--- src/common/dsp_pkg.sv ---
`default_nettype none

package dsp_pkg;

    // signed Q8.8 stream words
    localparam int WORD_WIDTH    = 16;
    localparam int FRAC_BITS     = 8;              // fraction bits of Q8.8
    localparam int PRODUCT_WIDTH = 2*WORD_WIDTH;   // full width of a signed product

    // sideband carried next to the data
    localparam int TUSER_WIDTH = 8;

    // core latencies, counted in enabled cycles
    localparam int MULTIPLIER_DELAY  = 3;
    localparam int ACCUMULATOR_DELAY = 2;

    typedef logic signed [WORD_WIDTH-1 : 0] word_t;

    // valid, last and user move together through every stage
    typedef struct packed {
        logic                     valid;
        logic                     last;        // closes one vector
        logic [TUSER_WIDTH-1 : 0] user;
    } stream_ctrl_t;

endpackage

`default_nettype wire

--- src/accumulator/fixed_point_accumulator.sv ---
`timescale 1ns/1ps
`default_nettype none

module fixed_point_accumulator (
    aclk,
    aclken,
    arst_n,

    b,
    bypass,
    q
);

    input  logic           aclk;
    input  logic           aclken;
    input  logic           arst_n;

    input  dsp_pkg::word_t b;
    input  logic           bypass;
    output dsp_pkg::word_t q;

    dsp_pkg::word_t b_q;
    logic           bypass_q;
    dsp_pkg::word_t sum_q;

    // stage 1 registers the addend and its restart flag
    always_ff @(posedge aclk or negedge arst_n) begin
        if (!arst_n) begin
            b_q      <= '0;
            bypass_q <= 1'b0;
        end else if (aclken) begin
            b_q      <= b;
            bypass_q <= bypass;
        end
    end

    // stage 2 holds the running sum
    always_ff @(posedge aclk or negedge arst_n) begin
        if (!arst_n) begin
            sum_q <= '0;
        end else if (aclken) begin
            if (bypass_q) begin
                sum_q <= b_q;                  // restart with this addend
            end else begin
                sum_q <= sum_q + b_q;          // wraps modulo 2^16
            end
        end
    end

    assign q = sum_q;

endmodule

`default_nettype wire

--- src/accumulator/fixed_point_accumulator_wrapper.sv ---
`timescale 1ns/1ps
`default_nettype none

module fixed_point_accumulator_wrapper (
    aclk,
    aclken,
    arst_n,

    data_in,
    ctrl_in,

    data_out,
    ctrl_out
);

    input  logic                  aclk;
    input  logic                  aclken;
    input  logic                  arst_n;

    input  dsp_pkg::word_t        data_in;
    input  dsp_pkg::stream_ctrl_t ctrl_in;

    output dsp_pkg::word_t        data_out;
    output dsp_pkg::stream_ctrl_t ctrl_out;

    dsp_pkg::word_t masked_data;
    logic           first_bypass;

    // non-beats add zero to the sum
    assign masked_data = data_in & {dsp_pkg::WORD_WIDTH{ctrl_in.valid}};

    // remembers whether the previous beat closed a vector
    always_ff @(posedge aclk or negedge arst_n) begin
        if (!arst_n) begin
            first_bypass <= 1'b0;              // sum is already zero after reset
        end else if (aclken && ctrl_in.valid) begin
            first_bypass <= ctrl_in.last;
        end
    end

    fixed_point_accumulator accumulator (
        .aclk   (aclk        ),
        .aclken (aclken      ),
        .arst_n (arst_n      ),
        .b      (masked_data ),
        .bypass (first_bypass),        // gaps reload zero until the next beat
        .q      (data_out    )
    );

    n_delay_stream #(
        .N (dsp_pkg::ACCUMULATOR_DELAY)
    )
    delay_others
    (
        .aclk     (aclk    ),
        .aclken   (aclken  ),
        .arst_n   (arst_n  ),
        .ctrl_in  (ctrl_in ),
        .ctrl_out (ctrl_out)
    );

endmodule

`default_nettype wire

--- src/multiplier/fixed_point_multiplier.sv ---
`timescale 1ns/1ps
`default_nettype none

module fixed_point_multiplier (
    aclk,
    aclken,

    a,
    b,
    p
);

    input  logic           aclk;
    input  logic           aclken;

    input  dsp_pkg::word_t a;
    input  dsp_pkg::word_t b;
    output dsp_pkg::word_t p;

    dsp_pkg::word_t                             a_q;
    dsp_pkg::word_t                             b_q;
    logic signed [dsp_pkg::PRODUCT_WIDTH-1 : 0] prod_q;
    logic signed [dsp_pkg::PRODUCT_WIDTH-1 : 0] prod_shifted;

    // realign the Q16.16 product to Q8.8, dropping the low fraction bits
    assign prod_shifted = prod_q >>> dsp_pkg::FRAC_BITS;

    always_ff @(posedge aclk) begin
        if (aclken) begin
            a_q    <= a;                                   // stage 1
            b_q    <= b;
            prod_q <= a_q * b_q;                           // stage 2, full signed product
            p      <= prod_shifted[dsp_pkg::WORD_WIDTH-1 : 0];  // stage 3, wraps on overflow
        end
    end

endmodule

`default_nettype wire

--- src/multiplier/fixed_point_multiplier_wrapper.sv ---
`timescale 1ns/1ps
`default_nettype none

module fixed_point_multiplier_wrapper (
    aclk,
    aclken,
    arst_n,

    data_in_1,
    ctrl_in_1,

    data_in_2,
    valid_in_2,

    data_out,
    ctrl_out
);

    input  logic                  aclk;
    input  logic                  aclken;
    input  logic                  arst_n;

    input  dsp_pkg::word_t        data_in_1;
    input  dsp_pkg::stream_ctrl_t ctrl_in_1;

    input  dsp_pkg::word_t        data_in_2;
    input  logic                  valid_in_2;

    output dsp_pkg::word_t        data_out;
    output dsp_pkg::stream_ctrl_t ctrl_out;

    dsp_pkg::stream_ctrl_t mul_ctrl;

    // last and user follow stream 1, a beat needs both operands
    always_comb begin
        mul_ctrl       = ctrl_in_1;
        mul_ctrl.valid = ctrl_in_1.valid && valid_in_2;
    end

    fixed_point_multiplier multiplier (
        .aclk   (aclk     ),
        .aclken (aclken   ),
        .a      (data_in_1),
        .b      (data_in_2),
        .p      (data_out )
    );

    n_delay_stream #(
        .N (dsp_pkg::MULTIPLIER_DELAY)     // keep control aligned with the core
    )
    delay_others
    (
        .aclk     (aclk    ),
        .aclken   (aclken  ),
        .arst_n   (arst_n  ),
        .ctrl_in  (mul_ctrl),
        .ctrl_out (ctrl_out)
    );

endmodule

`default_nettype wire

--- src/verilog/dot_product_unit.sv ---
`timescale 1ns/1ps
`default_nettype none

module dot_product_unit (
    aclk,
    aclken,
    arst_n,

    a_data,
    a_ctrl,

    b_data,
    b_valid,

    y_data,
    y_ctrl
);

    input  logic                  aclk;
    input  logic                  aclken;
    input  logic                  arst_n;

    input  dsp_pkg::word_t        a_data;
    input  dsp_pkg::stream_ctrl_t a_ctrl;       // last and user come from stream a

    input  dsp_pkg::word_t        b_data;
    input  logic                  b_valid;

    output dsp_pkg::word_t        y_data;       // running sum, full dot product on last
    output dsp_pkg::stream_ctrl_t y_ctrl;

    dsp_pkg::word_t        prod_data;
    dsp_pkg::stream_ctrl_t prod_ctrl;

    // products, 3 enabled cycles
    fixed_point_multiplier_wrapper mul_wrapper (
        .aclk       (aclk     ),
        .aclken     (aclken   ),
        .arst_n     (arst_n   ),

        .data_in_1  (a_data   ),
        .ctrl_in_1  (a_ctrl   ),

        .data_in_2  (b_data   ),
        .valid_in_2 (b_valid  ),

        .data_out   (prod_data),
        .ctrl_out   (prod_ctrl)
    );

    // running sums, 2 more enabled cycles
    fixed_point_accumulator_wrapper acc_wrapper (
        .aclk     (aclk     ),
        .aclken   (aclken   ),
        .arst_n   (arst_n   ),

        .data_in  (prod_data),
        .ctrl_in  (prod_ctrl),

        .data_out (y_data   ),
        .ctrl_out (y_ctrl   )
    );

endmodule

`default_nettype wire

--- src/verilog/n_delay_stream.sv ---
`timescale 1ns/1ps
`default_nettype none

module n_delay_stream #(
    parameter int N = 2
)(
    aclk,
    aclken,
    arst_n,

    ctrl_in,
    ctrl_out
);

    input  logic                  aclk;
    input  logic                  aclken;
    input  logic                  arst_n;

    input  dsp_pkg::stream_ctrl_t ctrl_in;
    output dsp_pkg::stream_ctrl_t ctrl_out;

    dsp_pkg::stream_ctrl_t stage [N];          // stage[0] is the newest entry

    always_ff @(posedge aclk or negedge arst_n) begin
        if (!arst_n) begin
            for (int i = 0; i < N; i++) begin
                stage[i] <= '0;
            end
        end else if (aclken) begin
            stage[0] <= ctrl_in;
            for (int i = 1; i < N; i++) begin
                stage[i] <= stage[i-1];        // shift one step per enabled cycle
            end
        end
    end

    assign ctrl_out = stage[N-1];

endmodule

`default_nettype wire

--- config.mk ---
export PLATFORM = sky130hd
export DESIGN_NAME = dot_product_unit
export DESIGN_NICKNAME = d
export VERILOG_FILES = /design/src/common/dsp_pkg.sv /design/src/accumulator/fixed_point_accumulator.sv /design/src/accumulator/fixed_point_accumulator_wrapper.sv /design/src/multiplier/fixed_point_multiplier.sv /design/src/multiplier/fixed_point_multiplier_wrapper.sv /design/src/verilog/dot_product_unit.sv /design/src/verilog/n_delay_stream.sv
export SDC_FILE = /design/constraint.sdc
export NUM_CORES = 1
export LEC_CHECK = 0
export ABC_AREA = 1
export BUFFER_PORTS_ARGS = -buffer_cell sky130_fd_sc_hd__buf_2
export CAP_MARGIN = 20
export CELL_PAD_IN_SITES_DETAIL_PLACEMENT = 1
export CELL_PAD_IN_SITES_GLOBAL_PLACEMENT = 2
export CORE_MARGIN = 2
export CORE_UTILIZATION = 40
export CTS_BUF_LIST = sky130_fd_sc_hd__clkbuf_8
export DETAILED_ROUTE_END_ITERATION = 10
export GPL_TIMING_DRIVEN = 0
export PLACE_DENSITY_LB_ADDON = 0.05
export SLEW_MARGIN = 5
export SYNTH_ARGS = -nofsm -noshare
export SYNTH_HDL_FRONTEND = slang
export SYNTH_SLANG_ARGS = --single-unit
--- constraint.sdc ---
create_clock -name aclk -period 7.35 [get_ports aclk]
set_input_delay 1.8375 -clock aclk [delete_from_list [all_inputs] [get_ports aclk]]
set_output_delay 1.8375 -clock aclk [all_outputs]
set_load 0.1 [all_outputs]
==> summary.txt <==
Detailed routing
  – First-pass iteration count of the detailed router: 4
  – DR vias: ~11000
  – Number of remaining DRC errors: 0
  – Antenna Nets Post-Route: 0
  – Via-to-Cell Ratio: 4.76
  – Routed wire per std cell: 17.1 µm
  – Initial DRC Count: 499
  – Drt total wl: 39400 µm

Synthesis
  – Post-Synthesis Cells: approximately 1700
  – Seq/Total Area, Yosys: 28.2%
  – Synthesized Nets: 2050
  – Synth warn: 0
  – Syn avg cell area: 8.23 µm²
  – Netlist cell types: 37
  – Mapped cell area: 14200 µm²
  – Seq cells post-synth: approximately 150

Timing
  – Fin. max-slew vios: 0
  – Maximum clock rate: 0.149 GHz
  – RSZ-0062 raised after global routing: no
  – Crit path time final: 6.73 ns
  – Period utilisation layout: 91.5%
  – Slew HR: 45.5%
  – Final setup TNS: 0 ns
  – Slew @ Worst Pin: 0.818 ns
  – Final Hold Viols: 0
  – Final Skew: 0.0220 ns
  – Final setup fails: 0

Setup path
  – Req. time, crit path: 7.59 ns
  – Crit path kind: flop to flop
  – Worst-path fanout max: 10
  – Crit-path cells: clkbuf_1 -> clkbuf_1 -> nand2_1 -> inv_1 -> fa_1 -> inv_1 -> fa_1 -> inv_1 -> fa_1 -> fa_1 -> fa_1 -> inv_1 -> fa_1 -> inv_1 -> ha_1 -> buf_2 -> nand2_1 -> nor2_1 -> nor3b_1 -> nand2_1 -> nand2_2 -> nand2_1 -> nand3_1 -> nand2_1
  – Startpoint types: flop
  – Slowest-stage cell, CP: clkbuf_1
  – CP dominant cell by count: fa_1
  – Worst Path Arrival: 6.97 ns
  – Crit. End Element: flop
  – Critical path's largest stage delay: 0.69 ns

Clocking
  – Reg clk slew, reported paths: 0.10 ns
  – Clk sinks: between 100 and 150
  – Root Driver: clkbuf_8
  – Clk_lat worst skew: 0.51 ns
  – CTS tree: done
  – CTS buffer count: 17
  – Post-CTS Hold Buffers: 0
  – Postcts setup bufs: 0
  – CTS resizes: 0
  – CTS Buffer Depth: 2
  – CTS H-Tree Depth: 4

Cells and area
  – Post-layout util: 44.3%
  – Nets: around 2100
  – Share of layout cells above drive strength 1: 7.29%
  – Area Growth Syn to Fin: 9.89%
  – Ant. Diodes: 0

Placement
  – Port bufs: 71
  – Gpl congestion: 0.854
  – Post-DP HPWL: 32500 µm

GRT
  – Largest net degree at the start of global routing: 63
  – GRT overflow: 0
  – GRT Util Overall: between 20% and 30%
  – First-pass GRT wire length: 64000 µm
  – Number of global-route vias before repair: 12050
  – Initial antenna violation count: 0

Run status
  – Status: complete, no violations

Floorplan
  – Initial Util: 40.4%
  – Placement row count: 69
  – Die Wd: between 150 and 200 µm
  – Die ar.: 37200 µm²
  – Die H: 193 µm
  – Io pins: 72
  – Core area: around 35000 µm²

Flow run
  – Max cap viols: 0

Min path
  – Worst hold path class: flop to flop
area by class of cell:
class / count / area [µm²]
Timing Repair Buffer: 73 / 415
Sequential cell: 148 / 4020
Clock buffer: 20 / 275
Multi-Input combinational cell: 1087 / 8310
Buffer: 75 / 328
Inverter: 422 / 1580
Tap cell: 461 / 577
Clock inverter: 12 / 141
Fill cell: 4314 / 19700
worst max-delay path: cells and delay by family (launching register included):
kind | cells | cell delay, ns
buf+inv | 8 | 1.77
flops | 1 | 0.34
fa+ha+maj | 7 | 3.04
simple gates | 9 | 1.29
path summary, 6_finish.rpt:
path,startpoint,end,slack (ns),cells past startpoint
max in group asynchronous,arst_n,mul_wrapper.delay_others.stage[19]$_DFFE_PN0P_,5.46,2
hold reg to reg,mul_wrapper.multiplier.prod_q[22]$_DFFE_PP_,mul_wrapper.multiplier.p[14]$_DFFE_PP_,0.41,0
min in group asynchronous,arst_n,acc_wrapper.accumulator.q[9]$_DFFE_PN0P_,1.26,1
setup / recovery,mul_wrapper.multiplier.b_q[5]$_DFFE_PP_,mul_wrapper.multiplier.prod_q[16]$_DFFE_PP_,0.62,24
setup reg to reg,mul_wrapper.multiplier.b_q[5]$_DFFE_PP_,mul_wrapper.multiplier.prod_q[16]$_DFFE_PP_,0.62,24
hold / removal,mul_wrapper.multiplier.prod_q[22]$_DFFE_PP_,mul_wrapper.multiplier.p[14]$_DFFE_PP_,0.41,0
cell usage after synthesis, drive strengths merged:
library cell    n  area share (%)
nor3            5            0.21
ha             85             7.5
nand3          74             2.7
a21oi          49             1.7
nor3b           1           0.053
o21ai          50             1.8
o21bai          5            0.26
a21o            5            0.26
dfrtp          84              15
clkinv          1           0.026
o21a            1           0.053
nand3b          2            0.11
nor4            3            0.13
xor2           15            0.97
nand2         546              14
buf            21            0.87
edfxtp         64              13
inv           421              11
xnor2           3            0.18
clkbuf         54             1.4
and2            2           0.088
o211ai          1           0.053
a31oi           2           0.088
fa            187              26
or2             4            0.18
nor2           41             1.1
nand4           6            0.26
state kept, by name, indices dropped and copies added, names as in the netlist:
signal	count
acc_wrapper.first_bypass	1
acc_wrapper.accumulator.b_q	16
acc_wrapper.accumulator.q	16
acc_wrapper.delay_others.ctrl_out	10
mul_wrapper.delay_others.ctrl_out	10
mul_wrapper.multiplier.b_q	16
mul_wrapper.delay_others.stage	20
acc_wrapper.delay_others.stage	10
acc_wrapper.accumulator.bypass_q	1
mul_wrapper.multiplier.a_q	16
mul_wrapper.multiplier.p	16
mul_wrapper.multiplier.prod_q	16
layer usage:
metal	global-route usage, %	share of wire (%)
met5	0	0
met4	6.55	2.2
met3	3.13	2.5
met2	40.9	50
met1	28.8	45
kinds of logic after synthesis:
logic type	share of synthesized area (%)
flip-flops	28.2
AO/OA/AOI/OAI	4.22
adder cells (fa/ha/maj)	33.7
AND/OR/NAND/NOR	19.2
buffers and inverters	13.4
XOR/XNOR	1.16
metrics by stage:
stage	setup WS, ns	hold slack (ns)	cells	area, µm²
after floorplan	1.94	0.400	1732	14200
after global placement	0.685	0.402	2264	15200
after detailed placement	0.597	0.405	2266	15200
after CTS	0.553	0.410	2298	15700
after global routing	0.274	0.418	2298	15700
final	0.622	0.414	2298	15700
cell usage in the layout (no fill, tap or decap), types with 4 or more instances in the layout:
cell	synthesis	layout
nand2_1	543	543
inv_1	420	422
fa_1	187	187
ha_1	85	85
dfrtp_1	84	84
buf_2	6	75
nand3_1	72	72
edfxtp_1	64	64
clkbuf_1	53	53
a21oi_1	49	49
o21ai_0	49	49
nor2_1	40	40
clkbuf_8	0	20
xor2_1	14	14
buf_4	10	12
nand4_1	6	6
buf_1	5	5
a21o_1	5	5
o21bai_1	5	5
nor3_1	4	4
or2_2	4	4
Power is left out: the tool's default activity adds up to more than one toggle a clock period on the data nets, which glitch-free logic cannot reach.
